$ cat src/hdl/geom_cfg.svh
`ifndef GEOM_CFG_SVH
`define GEOM_CFG_SVH

// Width of one signed fixed-point value
`define GEOM_DATAWIDTH 18

// Fraction bits, so 1.0 is 1 << 12
`define GEOM_FRACBITS 12

// Clip-space vertices buffered between shader and assembler, power of two
`define GEOM_FIFO_DEPTH 16

`endif

$ cat src/hdl/geom_pkg.sv
`include "geom_cfg.svh"

package geom_pkg;

    // Signed Q-format scalar
    typedef logic signed [`GEOM_DATAWIDTH-1:0] fixed_t;

    // Full-width product of two scalars
    typedef logic signed [2*`GEOM_DATAWIDTH-1:0] prod_t;

    // Object-space vertex
    typedef struct packed {
        fixed_t x;
        fixed_t y;
        fixed_t z;
    } vec3_t;

    // Clip-space vertex, also one matrix row
    typedef struct packed {
        fixed_t x;
        fixed_t y;
        fixed_t z;
        fixed_t w;
    } vec4_t;

    typedef struct packed {
        vec4_t r0;
        vec4_t r1;
        vec4_t r2;
        vec4_t r3;
    } mat4_t;

    typedef struct packed {
        vec4_t v0;
        vec4_t v1;
        vec4_t v2;
        logic  reject;
    } tri_t;

    typedef enum logic [1:0] {
        SHADER_IDLE,
        SHADER_COMPUTING,
        SHADER_FINISHED
    } shader_state_t;

endpackage

$ cat src/hdl/primitive_assembler.sv
`timescale 1ns/1ns

module primitive_assembler (
    input  logic            clk,
    input  logic            rstn,
    input  logic            i_not_empty,
    input  geom_pkg::vec4_t i_vertex,
    output logic            o_pop,
    output geom_pkg::tri_t  o_tri,
    output logic            o_tri_dv
);
    import geom_pkg::*;

    typedef enum logic {
        ASM_COLLECT,
        ASM_TEST
    } asm_state_t;

    localparam logic [2:0] LAST_PLANE = 3'd5;

    asm_state_t state;
    logic [1:0] vtx_idx;
    logic [2:0] plane;
    logic [2:0] outside;
    tri_t       r_tri;

    // Vertex beyond one of the six clip planes
    function automatic logic is_outside(vec4_t v, logic [2:0] p);
        logic out;
        case (p)
            3'd0:    out = (v.x > v.w);
            3'd1:    out = (v.x < -v.w);
            3'd2:    out = (v.y > v.w);
            3'd3:    out = (v.y < -v.w);
            3'd4:    out = (v.z > v.w);
            3'd5:    out = (v.z < -v.w);
            default: out = 1'b0;
        endcase
        return out;
    endfunction

    assign o_pop   = (state == ASM_COLLECT) && i_not_empty;
    assign outside = {is_outside(r_tri.v2, plane),
                      is_outside(r_tri.v1, plane),
                      is_outside(r_tri.v0, plane)};
    assign o_tri   = r_tri;

    // Triangle storage doubles as the output register
    always_ff @(posedge clk) begin
        if (o_pop) begin
            case (vtx_idx)
                2'd0: r_tri.v0 <= i_vertex;
                2'd1: r_tri.v1 <= i_vertex;
                2'd2: begin
                    r_tri.v2     <= i_vertex;
                    r_tri.reject <= 1'b0;
                end
                default: r_tri.v0 <= r_tri.v0;
            endcase
        end

        // All three outside the same plane
        if (state == ASM_TEST && &outside) begin
            r_tri.reject <= 1'b1;
        end
    end

    always_ff @(posedge clk) begin
        if (!rstn) begin
            state    <= ASM_COLLECT;
            vtx_idx  <= '0;
            plane    <= '0;
            o_tri_dv <= 1'b0;
        end else begin
            o_tri_dv <= 1'b0;

            case (state)
                ASM_COLLECT: begin
                    if (o_pop) begin
                        if (vtx_idx == 2'd2) begin
                            vtx_idx <= '0;
                            plane   <= '0;
                            state   <= ASM_TEST;
                        end else begin
                            vtx_idx <= vtx_idx + 1'b1;
                        end
                    end
                end

                ASM_TEST: begin
                    plane <= plane + 1'b1;
                    if (plane == LAST_PLANE) begin
                        o_tri_dv <= 1'b1;
                        state    <= ASM_COLLECT;
                    end
                end

                default: begin
                    state <= ASM_COLLECT;
                end
            endcase
        end
    end

endmodule

$ cat config.mk
export PLATFORM = sky130hd
export DESIGN_NAME = primitive_assembler
export DESIGN_NICKNAME = d
export VERILOG_FILES = /design/src/hdl/geom_pkg.sv /design/src/hdl/primitive_assembler.sv
export VERILOG_INCLUDE_DIRS = /design/src /design/src/hdl
export SDC_FILE = /design/constraint.sdc
export NUM_CORES = 1
export LEC_CHECK = 0
export BUFFER_PORTS_ARGS = -buffer_cell sky130_fd_sc_hd__clkbuf_2
export CAP_MARGIN = 5
export CORE_MARGIN = 2
export CORE_UTILIZATION = 40
export CTS_CLUSTER_DIAMETER = 30
export DETAILED_ROUTE_END_ITERATION = 8
export PLACE_DENSITY = 0.6
export SLEW_MARGIN = 20
export SYNTH_ARGS = -nofsm -noshare
export SYNTH_HDL_FRONTEND = slang
export SYNTH_SLANG_ARGS = --single-unit
$ cat constraint.sdc
create_clock -name clk -period 6.75 [get_ports clk]
set_input_delay 1.35 -clock clk [delete_from_list [all_inputs] [get_ports clk]]
set_output_delay 1.35 -clock clk [all_outputs]
set_load 0.05 [all_outputs]
Word level (Yosys, flattened, before mapping)
Cells that the tools add are included.

word-level totals
  register bits = 224
  input port bits = 75

cells by class
  add/subtract/negate cells = 5
  order comparisons = 18
  equal/unequal tests = 9
  mux-type cells = 12
  bitwise logic cells = 1
  reduce and logical (&&, ||, !) cells = 11

operator list
  cell                   number
  $gt A18 B18 Y1         9
  $lt A18 B18 Y1         9
  $neg A18 Y18           3
  $pmux W1 S6            3
  $reduce_and A2 Y1      6
  $eq A3 B2 Y1 const B   2
  $eq A3 B3 Y1 const B   2
  $mux W3                2
  $pmux W3 S2            1
  $mux W1                4
  $add A3 B1 Y3 const B  1
  $eq A3 B1 Y1 const B   1
  $logic_not A3 Y1       1
  $reduce_and A3 Y1      1
  $add A2 B1 Y2 const B  1
  $eq A2 B1 Y1 const B   1
  $eq A2 B2 Y1 const B   1
  $logic_and A1 B1 Y1    2
  $logic_not A2 Y1       1
  $mux W2                1
  $ne A2 B1 Y1 const B   1
  $ne A2 B2 Y1 const B   1
  $pmux W1 S2            1
  $not A1 Y1             1

Logic depth before layout (Yosys ltp)
Gate-level depths: netlist (run 1).

  depth in word-level cells = 5
  mapped depth = 17

Worst setup path after synthesis (run 1)
Ideal clock, no wire load.

  kind = input -> register
  start point = in i_not_empty
  end point = reg r_tri, in the netlist o_tri[145], enable pin
  arrival = 6.396 ns
  required time = 6.157 ns
  slack = -0.239 ns
  stages = 2
  path buffers = 0
  path through = nand2b_1 nor3_1

between the ends
  word-level cells in the longest chain between the ends = 2

RTL lines
  element                             line                       source
  start, declared                     primitive_assembler.sv:6   input logic i_not_empty,
  $logic_and A1 B1 Y1                 primitive_assembler.sv:42  assign o_pop = (state == ASM_COLLECT) && i_not_empty;
  $reduce_and A2 Y1 (no source line)  --
  end, declared                       primitive_assembler.sv:25  tri_t r_tri;

Every way passes these cells.
A chain may end at the register's enable or synchronous reset.

Worst setup path after layout (run 1)
  start point = reg r_tri, in the netlist o_tri[74]
  end point = reg r_tri, in the netlist o_tri[0]

between the ends
  word-level cells in the longest chain between the ends = 5
  elaborated cells on any way between the ends = 10
  classes of those cells = add/sub: 1; order compare: 6; mux: 1; reduce/logical: 2

RTL lines
  element                            line                                                                             source
  $neg A18 Y18                       primitive_assembler.sv:32, primitive_assembler.sv:34, primitive_assembler.sv:36
  $lt A18 B18 Y1 (on tied branches)  primitive_assembler.sv:36, primitive_assembler.sv:32, primitive_assembler.sv:34
  $pmux W1 S6 (*)                    primitive_assembler.sv:30                                                        case (p)
  $reduce_and A3 Y1 (*)              primitive_assembler.sv:63                                                        if (state == ASM_TEST && &outside) begin
  $logic_and A1 B1 Y1 (*)            primitive_assembler.sv:63

Every way passes the cells marked *; elsewhere a longest branch is shown, timed or not.

==> impl_metrics.json, run 1 <==
{
  "power_density_nw_per_um2": 254,
  "cts_inserted_buffers": 45,
  "synth_seq_cells": 224,
  "arrival_ps": 4880,
  "synth_area_leaders": "edfxtp_1, ha_1, a21oi_1",
  "synth_cell_types": 65,
  "antenna_found_initial": 2,
  "hold_viol_final": 0,
  "async_flop_share": 0,
  "clock_latency_ps": 550,
  "endpoint_kind": "flop",
  "io_pins": 294,
  "drtIter0Drc": 1050,
  "dpl.hpwl_um": 44200,
  "dp.cells": 2043,
  "clockBufferDepth": 3,
  "root_buffer": "clkbuf_16",
  "cts_tree": "yes",
  "cts_sinks": 224,
  "rrSetupSlack_ps": 2320,
  "core-area_um2": 36700,
  "grt_max_degree": 73,
  "period_share": 0.656,
  "status": "complete, no violations",
  "synthMuxAreaShare": 0.00561,
  "hold_path.class": "flop to flop",
  "drt-pass1-iter-count": 5,
  "fin_crit_ps": 4430,
  "synth_top_area_share": 0.434,
  "leakagePower_nw": 8.32,
  "fin_cells": 2128,
  "wl_per_cell_um": 25.3,
  "clock.fmax_mhz": 226,
  "design_area_um2": 18600,
  "drive_above_1_share": 0.241,
  "fin_nets": 2008,
  "clock_skew_ps": 19.1,
  "area_delta_synth_final_pct": 24.7,
  "overflow": 0,
  "initial_utilization": 0.407,
  "synthesis.area_um2": 14900,
  "grt_pass1_wl_um": 77400,
  "port_buffers": 293,
  "yosysWarningCount": 0,
  "synth_top_area_cell": "edfxtp_1",
  "drc": 0,
  "ctsHoldBuffers": 0,
  "worstSetupPathType": "flop to flop",
  "clk_pin_slew_worst_paths_ps": 60,
  "post_cts_buffers": 0,
  "layout_common_cells": "ha_1, clkbuf_2, edfxtp_1",
  "cts_repair_resize_count": 0,
  "tightest_slew_ps": 1000,
  "critPathMaxFanout": 4,
  "drv_slew": 0,
  "synth_xor_xnor_area_share": 0.0338,
  "final_core_util": 0.507,
  "synth.avg_cell_area_um2": 11.7,
  "cap_violations": 0,
  "wirelength_um": 53900,
  "peakVddDrop_v": 0.000170,
  "htree_num_levels": 2,
  "slew_headroom": 0.314,
  "final.setup.tns_ps": 0,
  "ant_nets": 0,
  "final_common_cell": "ha_1",
  "synth_ff_type": "edfxtp_1",
  "synth-compound-area-share": 0.118,
  "synth-adder-area-share": 0.265,
  "routed_via_density": 5.77,
  "synth_seq_area_share": 0.445,
  "vias": 12282,
  "cp.required_ps": 7200,
  "synth_nets": 1666,
  "yosys.area_share.simple": 0.108,
  "grt_pass1_vias": 12273,
  "die_area_um2": 38900,
  "die_y_um": 197,
  "rows": 70,
  "grt_util_all_layers": 0.275,
  "synth_edf_count": 216,
  "synth_top_family_by_area": "adder cells",
  "rsz0062_at_grt": "false",
  "final-setup-viol-count": 0,
  "die_x_um": 197,
  "synthCells": 1280,
  "cp-start-kind": "flop",
  "place.gp.congestion": 0.957,
  "place_area_um2": 17000
}
[critical path, stage by stage (launching register included)]
cell and delay [ps]:
edfxtp_1 440, inv_1 160, ha_1 200, or3b_2 540, or2_2 350, inv_1 90, nand4_1 110, xnor2_1 300
ha_1 310, and3_1 200, a221o_1 330, a211oi_1 210, o211ai_1 150, o21ai_0 120, mux2_1 360, o211a_1 260
nor3_1 210
[per-layer routing]
metal	share of wire	up-vias	global-route usage	routed length, um
li1	-	5672	-	-
met4	0.038	0	0.103	2030
met2	0.45	508	0.431	24200
met3	0.076	104	0.0458	4080
met5	0	-	0	0
met1	0.44	5998	0.383	23600
[stage by stage]
stage	hold WS, ps	power (W)	setup slack (ps)
final	547	0.00472	2320
after global routing	578	0.00487	1940
after CTS	549	0.00474	2280
after detailed placement	525	0.00239	2340
after global placement	522	0.00238	2470
after floorplan	482	0.00215	-239
[final timing paths]
| kind | startpoint | endpoint | cells past startpoint |
|---|---|---|---|
| worst max register to register | o_tri[74]$_DFFE_PP_ | o_tri[0]$_SDFFE_PP1P_ | 16 |
| worst min-delay path | vtx_idx[0]$_SDFFE_PN0P_ | vtx_idx[0]$_SDFFE_PN0P_ | 2 |
| worst max-delay path | o_tri[74]$_DFFE_PP_ | o_tri[0]$_SDFFE_PP1P_ | 16 |
| worst min register to register | vtx_idx[0]$_SDFFE_PN0P_ | vtx_idx[0]$_SDFFE_PN0P_ | 2 |
[cell usage after synthesis, drive strengths merged, types with 9 or more instances]
master,number
nand2,68
o21a,10
ha,311
nor3,31
nor4,17
o21ai,43
xnor2,50
a211oi,11
edfxtp,216
a21o,42
nand3,29
nor2b,20
o211ai,19
inv,99
nand2b,12
nand4,42
nor2,54
a21oi,90
a2111oi,9
[cells by family (layout without fill, tap and decap cells)]
group	Yosys count	in the layout
AOI/OAI and AO/OA	272	272
muxes	8	8
adders and majority gates	317	317
other	0	1
buffers and inverters	100	479
DFF	224	224
and+or+nand+nor	304	304
xor gates and xnor gates	55	55
[power breakdown]
| part | total [W] | internal (W) | switching, W |
|---|---|---|---|
| combinational | 0.000693 | 0.000204 | 0.000489 |
| sequential | 0.00168 | 0.00160 | 0.0000759 |
| clock | 0.00235 | 0.00151 | 0.000844 |
| total | 0.00472 | 0.00331 | 0.00141 |
[sequential cells by signal (all words and copies together), names as in the netlist]
signal / cells
o_tri: 217
plane: 3
vtx_idx: 2
o_tri_dv: 1
state: 1
[area by class of cell]
| type | instances | area [um2] |
|---|---|---|
| antenna | 1 | 2.50 |
| clock buffer | 48 | 1180 |
| clock inverter | 36 | 423 |
| fill | 3269 | 18100 |
| inverter | 99 | 372 |
| multi-input combinational | 956 | 7920 |
| sequential | 224 | 6650 |
| tap | 468 | 586 |
| timing repair buffer | 296 | 1490 |
(Power assumes the default switching activity.)
==> run 2: changes to the inputs <==
--- a/config.mk
+++ b/config.mk
@@ -12,7 +12,7 @@
 export CORE_UTILIZATION = 40
 export CTS_CLUSTER_DIAMETER = 30
 export DETAILED_ROUTE_END_ITERATION = 8
-export PLACE_DENSITY = 0.6
+export PLACE_DENSITY = 0.58
 export SLEW_MARGIN = 20
 export SYNTH_ARGS = -nofsm -noshare
 export SYNTH_HDL_FRONTEND = slang
==> constraint.sdc (replaced) <==
create_clock -name clk -period 4.1 [get_ports clk]
set_input_delay 0.82 -clock clk [delete_from_list [all_inputs] [get_ports clk]]
set_output_delay 0.82 -clock clk [all_outputs]
set_load 0.05 [all_outputs]
==> impl_metrics.json, run 2 (same netlist as run 1, synthesis figures left out) <==
{
  "root_buffer": "clkbuf_16",
  "drive_above_1_share": 0.260,
  "final_core_util": 0.514,
  "combinationalPowerShare": 0.154,
  "drtIter0Drc": 969,
  "htree_num_levels": 2,
  "power_density_nw_per_um2": 400,
  "die_y_um": 197,
  "rrSetupSlack_ps": 140,
  "worstReg2RegStart": "o_tri[6]$_DFFE_PP_",
  "clk_pin_slew_worst_paths_ps": 60,
  "startpoint": "o_tri[6]$_DFFE_PP_",
  "dpl.hpwl_um": 44400,
  "status": "complete, no violations",
  "min_to": "o_tri[37]$_DFFE_PP_",
  "cts_sinks": 224,
  "clockBufferDepth": 3,
  "antenna_found_initial": 3,
  "layout_common_cells": "ha_1, clkbuf_2, edfxtp_1",
  "peakVddDrop_v": 0.000330,
  "switching_share": 0.306,
  "largest_reg_flops": 217,
  "fin_crit_ps": 3960,
  "drc": 0,
  "vias": 12207,
  "period_share": 0.965,
  "leakagePower_nw": 8.43,
  "final-setup-viol-count": 0,
  "port_buffers": 293,
  "min_path_cells": 1,
  "core-area_um2": 36700,
  "place.gp.congestion": 0.956,
  "p_switching_w": 0.00231,
  "rows": 70,
  "routed_via_density": 5.68,
  "drt-pass1-iter-count": 5,
  "arrival_ps": 4420,
  "worstSetupPathType": "flop to flop",
  "area_delta_synth_final_pct": 26.2,
  "internal_power_w": 0.00523,
  "slew_headroom": 0.310,
  "io_pins": 294,
  "endpoint_kind": "flop",
  "grt_pass1_wl_um": 76400,
  "p_seq_frac": 0.365,
  "cp-start-kind": "flop",
  "fin_cells": 2150,
  "hold_path.class": "input pin to flop",
  "overflow": 0,
  "hold_viol_final": 0,
  "grt_max_degree": 74,
  "timing.final.ws_setup_ps": 144,
  "die_area_um2": 38900,
  "wirelength_um": 53600,
  "clock.fmax_mhz": 253,
  "cts_inserted_buffers": 43,
  "pre_cts_ws_ps": -22.0,
  "final_common_cell": "ha_1",
  "clock_skew_ps": 22.5,
  "wl_per_cell_um": 24.9,
  "initial_utilization": 0.407,
  "ant_nets": 0,
  "dp.cells": 2068,
  "min_from": "i_vertex[36]",
  "clock_latency_ps": 560,
  "grt_pass1_vias": 12091,
  "grt_util_all_layers": 0.271,
  "ctsHoldBuffers": 0,
  "r2r_end": "o_tri[0]$_SDFFE_PP1P_",
  "drv_slew": 0,
  "cts_tree": "yes",
  "cp.required_ps": 4570,
  "die_x_um": 197,
  "r2r_cells": 16,
  "cap_violations": 0,
  "fin_nets": 2032,
  "critPathMaxFanout": 4,
  "pwr-share-clk": 0.481,
  "tightest_slew_ps": 1010
}
[run 2: changes by cell type in the layout (fill, tap and decap cells not counted), sizes merged]
cell	before	now
diode	1	2
clkinv	8	13
clkbuf	341	338
buf	3	29
clkinvlp	3	1
bufinv	5	3
inv	119	116
[run 2: worst max-delay path: stages, from the launching register on]
cell and delay, ps:
edfxtp_1 430, inv_2 130, nand4_1 190, nor3_2 180
nand2_1 150, or4_4 480, nor2_1 130, xnor2_1 210
ha_1 310, a21oi_1 140, o21ai_0 110, a21oi_1 200
o21ai_0 120, a2111oi_1 720, o41ai_4 120, buf_4 170
nor3_2 90
[run 2: timing repair]
action | in CTS | in global routing
pin swaps | 0 | 1
setup endpoints to repair | 1 | 1
hold endpoints to repair | 0 | 0
buffers inserted | 0 | 1
resized for setup | 1 | 16
[run 2: layout make-up]
| type | count | area, um2 |
|---|---|---|
| Clock buffer | 45 | 1100 |
| Clock inverter | 34 | 414 |
| Sequential cell | 224 | 6650 |
| Multi-Input combinational cell | 956 | 8030 |
| Fill cell | 3252 | 17800 |
| Tap cell | 468 | 586 |
| Inverter | 99 | 372 |
| Antenna cell | 2 | 5.00 |
| Timing Repair Buffer | 322 | 1700 |
[run 2: power groups by stage]
stage	clock (W)	combinational, W	sequential (W)
CTS	0.00367	0.00116	0.00275
finish	0.00362	0.00116	0.00275
floorplan	0	0.000473	0.00305
detailed placement	0	0.00115	0.00280
global route	0.00376	0.00127	0.00276
global placement	0	0.00113	0.00280
[run 2: metrics by stage]
step	TNS [ps]	total power [W]	area (um2)	hold WS, ps
6_report	0	0.00754	18900	477
4_1_cts	0	0.00758	18800	456
2_1_floorplan	-21530	0.00353	14900	503
3_3_place_gp	0	0.00392	17200	545
3_5_place_dp	-22.0	0.00394	17200	552
5_1_grt	-30.7	0.00779	18900	477
[run 2: routing by layer]
layer | share of wire | GRT usage | wire length, um
met1 | 0.44 | 0.373 | 23500
met2 | 0.46 | 0.433 | 24500
met3 | 0.072 | 0.0487 | 3850
met4 | 0.033 | 0.0897 | 1750
met5 | 0 | 0 | 0
[run 2: worst max path at each step]
| stage | slack [ps] | to | cells past startpoint |
|---|---|---|---|
| after CTS | 30 | o_tri[0]$_SDFFE_PP1P_ | 16 |
| after global placement | 90 | o_tri[0]$_SDFFE_PP1P_ | 16 |
| after global routing | -30 | o_tri[0]$_SDFFE_PP1P_ | 16 |
| after detailed placement | -20 | o_tri[0]$_SDFFE_PP1P_ | 16 |
| after floorplan | -150 | o_tri[100]$_DFFE_PP_ | 2 |
| final | 140 | o_tri[0]$_SDFFE_PP1P_ | 16 |
