**src/hdl/geom_cfg.svh**
```systemverilog
`ifndef GEOM_CFG_SVH
`define GEOM_CFG_SVH

// Width of one signed fixed-point value
`define GEOM_DATAWIDTH 18

// Fraction bits, so 1.0 is 1 << 12
`define GEOM_FRACBITS 12

// Clip-space vertices buffered between shader and assembler, power of two
`define GEOM_FIFO_DEPTH 16

`endif

```
**src/hdl/geom_pkg.sv**
```systemverilog
`include "geom_cfg.svh"

package geom_pkg;

    // Signed Q-format scalar
    typedef logic signed [`GEOM_DATAWIDTH-1:0] fixed_t;

    // Full-width product of two scalars
    typedef logic signed [2*`GEOM_DATAWIDTH-1:0] prod_t;

    // Object-space vertex
    typedef struct packed {
        fixed_t x;
        fixed_t y;
        fixed_t z;
    } vec3_t;

    // Clip-space vertex, also one matrix row
    typedef struct packed {
        fixed_t x;
        fixed_t y;
        fixed_t z;
        fixed_t w;
    } vec4_t;

    typedef struct packed {
        vec4_t r0;
        vec4_t r1;
        vec4_t r2;
        vec4_t r3;
    } mat4_t;

    typedef struct packed {
        vec4_t v0;
        vec4_t v1;
        vec4_t v2;
        logic  reject;
    } tri_t;

    typedef enum logic [1:0] {
        SHADER_IDLE,
        SHADER_COMPUTING,
        SHADER_FINISHED
    } shader_state_t;

endpackage

```
**src/hdl/vertex_fifo.sv**
```systemverilog
`timescale 1ns/1ns

`include "geom_cfg.svh"

module vertex_fifo (
    input  logic            clk,
    input  logic            rstn,
    input  logic            i_wr,
    input  geom_pkg::vec4_t i_wr_data,
    input  logic            i_rd,
    output geom_pkg::vec4_t o_rd_data,
    output logic            o_not_empty,
    output logic            o_overflow
);
    import geom_pkg::*;

    localparam int DEPTH = `GEOM_FIFO_DEPTH;
    localparam int PTR_W = $clog2(DEPTH);

    vec4_t            mem [DEPTH];
    logic [PTR_W-1:0] wr_ptr;
    logic [PTR_W-1:0] rd_ptr;
    logic [PTR_W:0]   count;
    logic             full;
    logic             do_wr;
    logic             do_rd;

    assign full        = (count == (PTR_W+1)'(DEPTH));
    assign o_not_empty = (count != '0);
    assign do_wr       = i_wr && !full;
    assign do_rd       = i_rd && o_not_empty;

    // Head entry shown without a register stage
    assign o_rd_data = mem[rd_ptr];

    always_ff @(posedge clk) begin
        if (do_wr) begin
            mem[wr_ptr] <= i_wr_data;
        end
    end

    // Pointers wrap on their own since the depth is a power of two
    always_ff @(posedge clk) begin
        if (!rstn) begin
            wr_ptr     <= '0;
            rd_ptr     <= '0;
            count      <= '0;
            o_overflow <= 1'b0;
        end else begin
            if (do_wr) begin
                wr_ptr <= wr_ptr + 1'b1;
            end
            if (do_rd) begin
                rd_ptr <= rd_ptr + 1'b1;
            end

            case ({do_wr, do_rd})
                2'b10:   count <= count + 1'b1;
                2'b01:   count <= count - 1'b1;
                default: count <= count;
            endcase

            // Lost vertex, held until reset
            if (i_wr && full) begin
                o_overflow <= 1'b1;
            end
        end
    end

endmodule

```
**config.mk**
```make
export PLATFORM = sky130hd
export DESIGN_NAME = vertex_fifo
export DESIGN_NICKNAME = d
export VERILOG_FILES = /design/src/hdl/geom_pkg.sv /design/src/hdl/vertex_fifo.sv
export VERILOG_INCLUDE_DIRS = /design/src /design/src/hdl
export SDC_FILE = /design/constraint.sdc
export NUM_CORES = 1
export LEC_CHECK = 0
export BUFFER_PORTS_ARGS = -buffer_cell sky130_fd_sc_hd__buf_2
export CAP_MARGIN = 10
export CORE_UTILIZATION = 35
export CTS_BUF_LIST = sky130_fd_sc_hd__clkbuf_4
export DETAILED_ROUTE_END_ITERATION = 16
export GPL_ROUTABILITY_DRIVEN = 1
export GPL_TIMING_DRIVEN = 0
export PLACE_DENSITY = 0.48
export SLEW_MARGIN = 20
export SYNTH_ARGS = -nofsm -noshare
export SYNTH_HDL_FRONTEND = slang
export SYNTH_SLANG_ARGS = --single-unit
export TNS_END_PERCENT = 1
```
**constraint.sdc**
```tcl
create_clock -name clk -period 11.1 [get_ports clk]
set_input_delay 0.555 -clock clk [delete_from_list [all_inputs] [get_ports clk]]
set_output_delay 0.555 -clock clk [all_outputs]
set_load 0.02 [all_outputs]
```
After elaboration in Yosys (flattened, before gate mapping)

Memories as Yosys holds them, arrays and structs flattened. A register that Yosys moved wholly into a read port is not among the register bits.
Cells that the tools add are included.

Register bits: 14
Bits in writable memories: 1,152
Bits of input ports: 76
Output and inout bits: 74
Logic and storage cells: 23
Memories: 1

Memory list:

| name | words | bits a word | read ports | clocked after Yosys merged registers in | write ports | RTL line          | RTL |
|---|---|---|---|---|---|---|---|
| mem  | 16    | 72          | 1          | 1                                       | 1           | vertex_fifo.sv:20 | `vec4_t mem [DEPTH];` |

$add $sub $neg: 4
Equality and inequality tests: 3
Multiplexer cells: 5
Reductions and logical operators: 6

Operators by type and width:

| kind                | count |
|---|---|
| $pmux 5 s2          | 1 |
| $add 4x1->4 const B | 2 |
| $mux 4              | 2 |
| $add 5x1->5 const B | 1 |
| $eq 5x5->1 const B  | 1 |
| $reduce_bool 5->1   | 1 |
| $sub 5x1->5 const B | 1 |
| $logic_and 1x1->1   | 3 |
| $eq 2x1->1 const B  | 1 |
| $eq 2x2->1 const B  | 1 |
| $mux 1              | 2 |
| $reduce_bool 2->1   | 1 |
| $logic_not 1->1     | 1 |

Logic depth before layout (Yosys ltp)

Gate-level depths: netlist of run 1.

Depth after elaboration: 5
Gate-level depth with buffers: 13
Gate-level depth less buffers: 11

Worst setup path after synthesis of run 1

Ideal clock, no wire load.

Path type: reg2reg
Start: register count[2]
End: memory mem[0][0] (netlist bit), enable pin
Library setup time: 0.591 ns
Arrival time: 6.022 ns
Required time: 10.509 ns
Setup slack: 4.487 ns
Cell stages (with the launch flop): 7
Path buffers: 2
Clock period less this slack: 6.613 ns
Cell sequence: dfxtp_1 > clkbuf_1 > or3_1 > o31a_1 > buf_2 > nand2_1 > nor3_1

Word-level cells in the longest chain between the ends: 5

Ends and longest elaborated chain:

| what                         | RTL line          | RTL |
|---|---|---|
| start: declaration           | vertex_fifo.sv:23 | `logic [PTR_W:0] count;` |
| start signal: assignment     | vertex_fifo.sv:58 | `2'b10: count <= count + 1'b1;` |
| start signal: assignment     | vertex_fifo.sv:59 | `2'b01: count <= count - 1'b1;` |
| start signal: assignment     | vertex_fifo.sv:60 | `default: count <= count;` |
| $eq 5x5->1                   | vertex_fifo.sv:28 | `assign full = (count == (PTR_W+1)'(DEPTH));` |
| $logic_not 1->1              | vertex_fifo.sv:30 | `assign do_wr = i_wr && !full;` |
| $logic_and 1x1->1            | vertex_fifo.sv:30 |  |
| $mux 1                       | vertex_fifo.sv:37 | `if (do_wr) begin` |
| $mux 1 (implied by the code) | vertex_fifo.sv:38 | `mem[wr_ptr] <= i_wr_data;` |
| end: declaration             | vertex_fifo.sv:20 |  |

No other way between the ends.

==> impl_metrics.csv, run 1 <==
group,metric,value,unit
timing,fmax,194,MHz
routing,finalWirelength,112000,um
run,maxCapViolations,0,
global_route,grt_pass1_vias,23600,
power,power_leakage,0.0171,uW
logic_synthesis,syn_avg_cell_area,25.7,um2
routing,drc_errors,0,
timing,fin_skew,0.0523,ns
floorplan,coreArea,0.124,mm2
timing,hold_viol_final,0,
logic_synthesis,syn-instance-count,1717,
outcome,run_status,"finished, final reports clean",
worst_setup_path,cp.arrival,4.60,ns
logic_synthesis,yosysUniqueCellTypes,34,
logic_synthesis,synth_nets,1800,
timing,final.setup.tns,0,ns
floorplan,die_area,0.128,mm2
min_path,min_from,"i_wr",
routing,drt-initial-drc-count,1678,
routing,firstDrtPassIters,5,
logic_synthesis,yosysSeqAreaShare,0.791,
min_path,hold_end,"o_overflow",
clocking,insertion_delay,1.13,ns
placement,dpl.hpwl,72300,um
power,power_density,197,mW/mm2
worst_setup_path,critPathTopFamily,"buffers and inverters",
timing,fin_ws,5.95,ns
final_layout,layout-drive-gt1-share,0.444,
worst_setup_path,ff2ff_setup_slack,7.59,ns
worst_setup_path,r2r-end,"mem[2][48]",
placement,gp_congestion,0.719,
timing,fin_crit,5.15,ns
worst_setup_path,reg2regPathDepth,11,
worst_setup_path,cp_data_required_time,10.55,ns
floorplan,initial_core_util,0.355,
global_route,grt_pass1_wl,162000,um
timing,slew_headroom,0.247,
routing,vias,21400,
worst_setup_path,critPathMaxFanout,10,
worst_setup_path,critPathMaxStageDelay,0.81,ns
min_path,min_path_type,"input pin to register",
global_route,grt_max_degree,18,
worst_setup_path,path_cells,"buf_2 -> clkbuf_1 -> buf_1 -> mux4_2 -> mux4_2 -> buf_2",
timing,slew_viol_final,0,
min_path,worstHoldPathCells,4,
clocking,cts_made_buffers,326,
worst_setup_path,start_kind,"register",
final_layout,syn2layout_area_growth,21.5,%
floorplan,num_rows,129,
clocking,clockBufferDepth,4,
global_route,overflow,0,
floorplan,die_y,357,um
global_route,grt_antenna_before_repair,9,
clocking,post_cts_buffers,0,
power,peakVddDrop,107,uV
routing,wl_per_cell,26.5,um
timing,rsz0062_at_grt,"false",
worst_setup_path,path_buf_inv,4,
clocking,cts_tree,"yes",
floorplan,num_io_pins,150,
global_route,track_usage,0.180,
worst_setup_path,r2r_start,"count[2]",
final_layout,finalNetCount,2468,
worst_setup_path,cp-end-kind,"output port",
worst_setup_path,crit_slowest_cell,"buf_1",
placement,dp_slack,7.08,ns
placement,io_buffers,149,
logic_synthesis,yosysWarningCount,0,
logic_synthesis,ys_seq_elements,1170,
routing,viasPerCell,5.04,
logic_synthesis,synthesis.area,0.0442,mm2
timing,tightestPinTransition,1.13,ns
timing,setup_viol,0,
clocking,clock-sinks,1170,
clocking,htree_levels,5,
clocking,clkTransAtPathRegs,0.06,ns
routing,ant_nets,0,
worst_setup_path,path_class,"register to output port",
clocking,cts-root-buf,"clkbuf_4",
floorplan,fp.dieW,357,um
timing,post-route-period-util,0.464,
==> layout make-up <==
class / instances / area (um2)
Sequential cell: 1170 / 35000
Antenna cell: 13 / 32.5
Multi-Input combinational cell: 453 / 8830
Inverter: 6 / 22.5
Timing Repair Buffer: 340 / 3390
Clock buffer: 453 / 3400
Buffer: 88 / 474
Tap cell: 1637 / 2050
Fill cell: 10800 / 70800
Clock inverter: 82 / 520
==> worst max-delay path by stage <==
stage | end | slack [ns] | cells past startpoint
floorplan | mem[0][0] | 4.49 | 6
detailed placement | o_rd_data[71] | 7.08 | 6
global placement | mem[0][41] | -3.69 | 6
CTS | o_rd_data[71] | 5.76 | 6
global route | o_rd_data[33] | 5.67 | 6
finish | o_rd_data[71] | 5.95 | 6
==> flip-flops by register name (all words and copies together) (netlist names), named ones only <==
signal / cells
rd_ptr: 4
mem: 1152
wr_ptr: 4
o_overflow: 1
count: 5
==> timing repair <==
action	4_1_cts	5_1_grt
hold endpoints to repair	1164	0
resized for setup	0	0
hold buffers	76	0
==> power by group <==
group / internal [uW] / leakage, uW / total (uW) / switching [uW]
Clock: 2050 / 0.00232 / 3740 / 1690
Combinational: 832 / 0.00421 / 1840 / 1010
Sequential: 4990 / 0.0106 / 5020 / 31.6
Total: 7870 / 0.0171 / 10600 / 2730
==> per-layer routing <==
metal	global-route usage	vias to the layer above	part of all wire	wire length [um]
met5	0	-	0.00038	43
met4	0.0601	6	0.021	2380
met3	0.0427	203	0.055	6200
met2	0.294	681	0.50	55900
met1	0.238	11500	0.43	47800
li1	-	9047	-	-
==> cells by family (layout without fill, tap and decap cells) <==
kind of cell | after synthesis | in the layout | synth area share
flip-flops | 1170 | 1170 | 0.791
multiplexers | 365 | 365 | 0.185
buffers and inverters | 94 | 969 | 0.0110
AND/OR/NAND/NOR | 62 | 62 | 0.00748
AO/OA/AOI/OAI | 10 | 10 | 0.00150
XOR/XNOR | 9 | 9 | 0.00178
adder cells (fa/ha/maj) | 7 | 7 | 0.00198
other | 0 | 13 | 0
==> synthesized netlist by cell type <==
cell,instances,area (um2)
and2_1,9,56.3
nand2_2,1,6.26
a31oi_1,2,12.5
o22ai_1,1,6.26
nand3b_1,1,7.51
a21boi_1,1,7.51
nand2b_1,4,25.0
buf_4,20,150
a211oi_1,1,7.51
inv_1,6,22.5
xor2_1,4,35.0
nand2_1,12,45.0
nor4_4,1,21.3
or3_1,2,12.5
mux2i_1,5,50.1
clkbuf_2,1,5.00
nand4_1,2,12.5
nor2b_1,7,43.8
buf_2,11,55.1
and3_1,1,6.26
ha_1,7,87.6
buf_1,4,15.0
a21oi_1,3,15.0
clkbuf_1,46,173
nor2_1,14,52.6
buf_6,6,67.6
nor4_1,1,6.26
xnor2_1,5,43.8
o31a_1,1,8.76
dfxtp_1,18,360
nor3_1,7,35.0
edfxtp_1,1152,34600
o32ai_1,1,8.76
mux4_2,360,8110
==> per-stage QoR <==
step	util	hold WS (ns)	power [uW]	area (um2)	instances
detailed placement	0.393	0.483	6980	49000	3618
CTS	0.431	0.146	10800	53600	4229
global route	0.431	0.189	11100	53700	4240
floorplan	-	0.461	6300	44200	1717
global placement	0.377	0.478	6960	47000	3503
finish	0.431	0.301	10600	53700	4242
==> layout by cell type (no fill, tap or decap), types with 7 or more instances in the layout <==
cell type / count
clkinv_1: 70
and2_1: 9
clkbuf_1: 39
buf_6: 23
buf_2: 160
mux4_2: 360
dfxtp_1: 18
edfxtp_1: 1152
diode_2: 13
nor2b_1: 7
dlygate4sd3_1: 76
clkbuf_2: 8
nand2_1: 12
buf_4: 58
ha_1: 7
buf_12: 33
bufinv_16: 8
buf_16: 27
nor2_4: 12
clkbuf_4: 453
==> worst reg2reg max path, cell delays in order, from the launching register on <==
cell	delay, ns
dfxtp_1	0.31
clkbuf_1	0.32
or3_1	0.20
o31a_1	0.13
buf_2	0.20
nand2_1	0.24
nor3_2	0.65
buf_4	0.34
buf_6	0.18
buf_4	0.20
buf_4	0.21
buf_4	0.21
No activity file was read; power rests on OpenSTA's default activity.
==> run 2: changes to the inputs <==
==> constraint.sdc (replaced) <==
create_clock -name clk -period 5.1 [get_ports clk]
set_input_delay 0.255 -clock clk [delete_from_list [all_inputs] [get_ports clk]]
set_output_delay 0.255 -clock clk [all_outputs]
set_load 0.02 [all_outputs]
==> run 2 against run 1 <==
Design area increased by 0.99%. Final cell count increased by 1.0%. Clock power increased by 120%. Sequential cell count unchanged. Power increased by 120%. Die area unchanged. Utilization increased by 0.43 points. Register-to-register slack got worse by 5.8 ns. Critical path depth unchanged. Largest cell class unchanged. Largest power group unchanged.
==> impl_metrics.csv, run 2 (same netlist as run 1, synthesis figures left out) <==
group,metric,value,unit
outcome,run_status,"finished, final reports clean",
timing,setup_viol,0,
timing,post-route-period-util,0.891,
worst_setup_path,cp-end-kind,"output port",
timing,fin_skew,0.0774,ns
worst_setup_path,ff2ff_setup_slack,1.80,ns
timing,tightestPinTransition,1.09,ns
global_route,track_usage,0.179,
power,peakVddDrop,220,uV
routing,vias,21600,
timing,fin_crit,4.54,ns
worst_setup_path,cp.arrival,4.29,ns
final_layout,layout-drive-gt1-share,0.440,
routing,drc_errors,0,
routing,wl_per_cell,26.0,um
timing,hold_viol_final,0,
floorplan,initial_core_util,0.355,
timing,slew_headroom,0.273,
worst_setup_path,r2r-end,"count[3]",
routing,viasPerCell,5.05,
worst_setup_path,r2r_start,"count[2]",
clocking,insertion_delay,1.14,ns
clocking,clock-sinks,1170,
final_layout,layout_common_cells,"edfxtp_1 (1152), clkbuf_4 (471), mux4_2 (360), buf_2 (160), dlygate4sd3_1 (153)",
final_layout,fin_util,0.436,
floorplan,die_y,357,um
global_route,grt_antenna_before_repair,11,
floorplan,coreArea,0.124,mm2
clocking,clkTransAtPathRegs,0.06,ns
final_layout,top_regs,"mem x1152, count x5",
floorplan,num_rows,129,
power,p_comb_frac,0.176,
final_layout,largest_reg_flops,1152,
power,power_density,425,mW/mm2
power,power_switching,5900,uW
routing,ant_nets,0,
placement,io_buffers,149,
clocking,cts_tree,"yes",
clocking,cts_made_buffers,323,
power,clkPwrFrac,0.349,
power,power_leakage,0.0173,uW
clocking,clockBufferDepth,4,
routing,firstDrtPassIters,5,
floorplan,die_area,0.128,mm2
worst_setup_path,reg2regPathDepth,11,
timing,fmax,220,MHz
global_route,grt_pass1_wl,161000,um
final_layout,finalNetCount,2533,
final_layout,syn2layout_area_growth,22.7,%
global_route,grt_pass1_vias,23900,
clocking,htree_levels,5,
min_path,min_path_type,"input pin to register",
power,seq_power_share,0.474,
worst_setup_path,path_class,"register to output port",
floorplan,fp.dieW,357,um
worst_setup_path,cp_data_required_time,4.85,ns
run,maxCapViolations,0,
clocking,post_cts_buffers,0,
global_route,overflow,0,
routing,drt-initial-drc-count,1603,
timing,rsz0062_at_grt,"false",
final_layout,final_common_cell,"edfxtp_1",
timing,slew_viol_final,0,
power,p_sw_frac,0.256,
routing,finalWirelength,112000,um
power,p_int,17100,uW
timing,final.setup.tns,0,ns
placement,dpl.hpwl,71600,um
timing,hold_slack,0.153,ns
floorplan,num_io_pins,150,
final_layout,largest-register,"mem",
worst_setup_path,critPathMaxFanout,10,
clocking,cts-root-buf,"clkbuf_4",
global_route,grt_max_degree,19,
placement,gp_congestion,0.706,
worst_setup_path,cp-endpoint,"o_rd_data[7]",
worst_setup_path,start_kind,"register",
[run 2: per-stage QoR]
| stage | cells | area, um2 | power, uW | setup slack (ns) |
|---|---|---|---|---|
| floorplan | 1717 | 44200 | 13700 | -1.51 |
| global placement | 3503 | 47000 | 15100 | -9.54 |
| detailed placement | 3609 | 48800 | 15200 | 1.27 |
| CTS | 4281 | 54200 | 23500 | 0.285 |
| global route | 4286 | 54200 | 24100 | 0.349 |
| finish | 4286 | 54200 | 23000 | 0.555 |
[run 2: how the worst min path moves through the flow]
stage / startpoint / endpoint / slack, ns / cells past startpoint
floorplan: i_wr_data[0] / mem[0][0] / 0.35 / 0
global placement: count[4] / count[4] / 0.48 / 2
detailed placement: o_overflow / o_overflow / 0.48 / 2
CTS: i_wr_data[1] / mem[6][1] / 0.003 / 2
global route: i_wr_data[1] / mem[13][1] / 0.04 / 2
finish: i_wr_data[1] / mem[13][1] / 0.15 / 2
[run 2: cell type report]
class | instances | area (um2)
Sequential cell | 1170 | 35000
Clock inverter | 48 | 314
Fill cell | 10700 | 70200
Timing Repair Buffer | 408 | 3990
Inverter | 6 | 22.5
Buffer | 88 | 485
Antenna cell | 5 | 12.5
Tap cell | 1637 | 2050
Clock buffer | 471 | 3540
Multi-Input combinational cell | 453 | 8840
[run 2: repair_timing]
item	in CTS	in global routing
gates resized for setup	5	0
endpoints found under the setup margin	18	0
hold endpoints to repair	1202	0
hold buffers	153	0
[run 2: layer usage]
metal / vias up / wire length, um / GRT usage
met3: 199 / 6010 / 0.0402
met2: 691 / 55200 / 0.289
met5: - / 72 / 0
li1: 9155 / - / -
met1: 11600 / 48100 / 0.238
met4: 12 / 2320 / 0.0603
[run 2: worst max-delay path, stage by stage, from the launching register on]
cell and delay, ns:
dfxtp_1 0.30, buf_2 0.37, clkbuf_2 0.47, buf_1 0.81, mux4_2 0.44, mux4_2 0.55, buf_2 0.19
[run 2: power groups by stage]
stage / combinational (uW) / clock [uW] / sequential (uW)
floorplan: 2560 / 0 / 11100
global placement: 3910 / 0 / 11200
finish: 4060 / 8050 / 10900
CTS: 4200 / 8340 / 10900
global route: 4340 / 8810 / 10900
detailed placement: 4080 / 0 / 11100
==> run 3: changes to the inputs <==
--- a/config.mk
+++ b/config.mk
@@ -7,12 +7,12 @@
 export NUM_CORES = 1
 export LEC_CHECK = 0
 export BUFFER_PORTS_ARGS = -buffer_cell sky130_fd_sc_hd__buf_2
-export CAP_MARGIN = 10
 export CORE_UTILIZATION = 35
 export CTS_BUF_LIST = sky130_fd_sc_hd__clkbuf_4
 export DETAILED_ROUTE_END_ITERATION = 16
 export GPL_ROUTABILITY_DRIVEN = 1
 export GPL_TIMING_DRIVEN = 0
+export MAX_ROUTING_LAYER = met4
 export PLACE_DENSITY = 0.48
 export SLEW_MARGIN = 20
 export SYNTH_ARGS = -nofsm -noshare
==> run 3 against run 2 <==
Global-route usage up 0.70 points. Design area up 0.42%. Register-to-register slack about the same. Final cell count up 0.82%. Critical path depth unchanged. Critical path type unchanged.
==> impl_metrics.csv, run 3 (same netlist as run 1, synthesis figures left out) <==
group,metric,value,unit
outcome,run_status,"finished, final reports clean",
worst_setup_path,path_class,"register to output port",
final_layout,fill_cells,10800,
floorplan,die_y,357,um
placement,gp_congestion,0.714,
timing,setup_viol,0,
timing,slew_headroom,0.297,
min_path,min_path_type,"input pin to register",
placement,dpl.hpwl,71700,um
global_route,grt_antenna_before_repair,9,
power,power_density,427,mW/mm2
timing,fin_skew,0.0610,ns
clocking,clockBufferDepth,4,
final_layout,final_common_cell,"edfxtp_1",
clocking,clkTransAtPathRegs,0.06,ns
clocking,insertion_delay,1.16,ns
global_route,grt_max_degree,19,
clocking,cts_tree,"yes",
min_path,hold_end,"mem[11][48]",
final_layout,ff_latch_area,0.0350,mm2
routing,firstDrtPassIters,5,
worst_setup_path,critPathMaxFanout,10,
floorplan,num_io_pins,150,
final_layout,fin_area,0.0544,mm2
final_layout,largest_reg_flops,1152,
min_path,min_from,"i_wr_data[48]",
clocking,cts_made_buffers,323,
worst_setup_path,r2r-end,"count[3]",
run,maxCapViolations,0,
min_path,worstHoldPathCells,2,
final_layout,multi_input_area,0.00884,mm2
final_layout,fin_util,0.437,
worst_setup_path,cp-end-kind,"output port",
timing,slew_viol_final,0,
power,peakVddDrop,231,uV
worst_setup_path,cp_data_required_time,4.85,ns
global_route,overflow,0,
worst_setup_path,reg2regPathDepth,11,
routing,viasPerCell,5.04,
final_layout,largest-register,"mem",
placement,io_buffers,149,
global_route,grt_pass1_vias,24000,
clocking,htree_levels,5,
clocking,cts-root-buf,"clkbuf_4",
timing,hold_viol_final,0,
floorplan,die_area,0.128,mm2
routing,drt-initial-drc-count,1724,
clocking,post_cts_buffers,0,
worst_setup_path,r2r_start,"count[2]",
final_layout,top_regs,"mem x1152, count x5",
worst_setup_path,ff2ff_setup_slack,1.79,ns
final_layout,syn2layout_area_growth,23.2,%
floorplan,num_rows,129,
floorplan,initial_core_util,0.355,
floorplan,coreArea,0.124,mm2
power,power_leakage,0.0174,uW
timing,post-route-period-util,0.961,
routing,drc_errors,0,
timing,tightestPinTransition,1.05,ns
timing,fin_crit,4.90,ns
routing,wl_per_cell,26.1,um
global_route,grt_pass1_wl,162000,um
clocking,clock-sinks,1170,
floorplan,fp.dieW,357,um
placement,placedInstanceArea,0.0488,mm2
final_layout,finalNetCount,2541,
routing,finalWirelength,113000,um
worst_setup_path,cp.arrival,4.64,ns
timing,fmax,204,MHz
routing,ant_nets,0,
final_layout,layout_common_cells,"edfxtp_1 (1152), clkbuf_4 (470), mux4_2 (360), dlygate4sd3_1 (161), buf_2 (160)",
worst_setup_path,start_kind,"register",
global_route,track_usage,0.186,
final_layout,layout-drive-gt1-share,0.439,
routing,vias,21800,
[run 3: cell types whose count changed in the layout (fill, tap and decap cells not counted), sizes merged, moves of 2 or more]
cell         before  now
clkinv           40   52
diode             5   15
dlygate4sd3     153  161
inv               9   13
bufinv            5    7
[run 3: metal layers]
layer  routed length (um)  GRT usage  vias to the layer above
met1                48800      0.240                    11700
met2                55900      0.292                      666
met4                 2190     0.0601                        0
li1                     -          -                     9209
met3                 5880     0.0400                      184
met5                    0          -                        -
[run 3: repair_timing]
| item | CTS | global route |
|---|---|---|
| endpoints found under the setup margin | 3 | 2 |
| gates resized for setup | 4 | 1 |
| pin swaps | 0 | 0 |
| hold buffers | 161 | 0 |
| endpoints found under the hold margin | 1179 | 0 |
[run 3: area by class of cell]
cell class | count | share of cell area
flip-flops and latches | 1170 | 0.642
multi-input cells | 453 | 0.162
repair buffers | 416 | 0.0748
clock buffers | 470 | 0.0648
well taps | 1637 | 0.0376
plain buffers | 88 | 0.00901
clock inverters | 66 | 0.00809
diodes | 15 | 0.000690
inverters | 6 | 0.000414
[run 3: worst max-delay path by stage]
stage,cells after the start,endpoint,start
global route,6,o_rd_data[27],register
detailed placement,6,o_rd_data[69],register
global placement,6,mem[1][44],count[2]
CTS,6,o_rd_data[1],register
floorplan,6,mem[1][0],count[2]
finish,6,o_rd_data[1],register
[run 3: worst max-delay path: stages, from the launching register on]
cell and delay, ns:
dfxtp_1 0.31, buf_2 0.43, clkbuf_1 0.75, clkdlybuf4s15_1 0.84, mux4_2 0.41, mux4_2 0.56, buf_2 0.20
[run 3: where the power goes]
| part | leakage [uW] | internal, uW | switching, uW |
|---|---|---|---|
| Combinational | 0.00450 | 1860 | 2210 |
| Clock | 0.00239 | 4540 | 3700 |
| Sequential | 0.0106 | 10900 | 72.2 |
| Total | 0.0174 | 17300 | 5980 |
[run 3: metrics by stage]
stage / hold WS [ns] / power, uW / TNS, ns / setup slack, ns / std cells
after floorplan: 0.354 / 13700 / -325.66 / -1.51 / 1717
after global placement: 0.479 / 15100 / -6118.64 / -9.54 / 3503
after detailed placement: 0.504 / 15200 / 0 / 1.28 / 3609
after CTS: 0.00306 / 23700 / 0 / 0.0283 / 4306
after global routing: 0.0345 / 24300 / -0.0909 / -0.0278 / 4321
final: 0.148 / 23200 / 0 / 0.200 / 4321
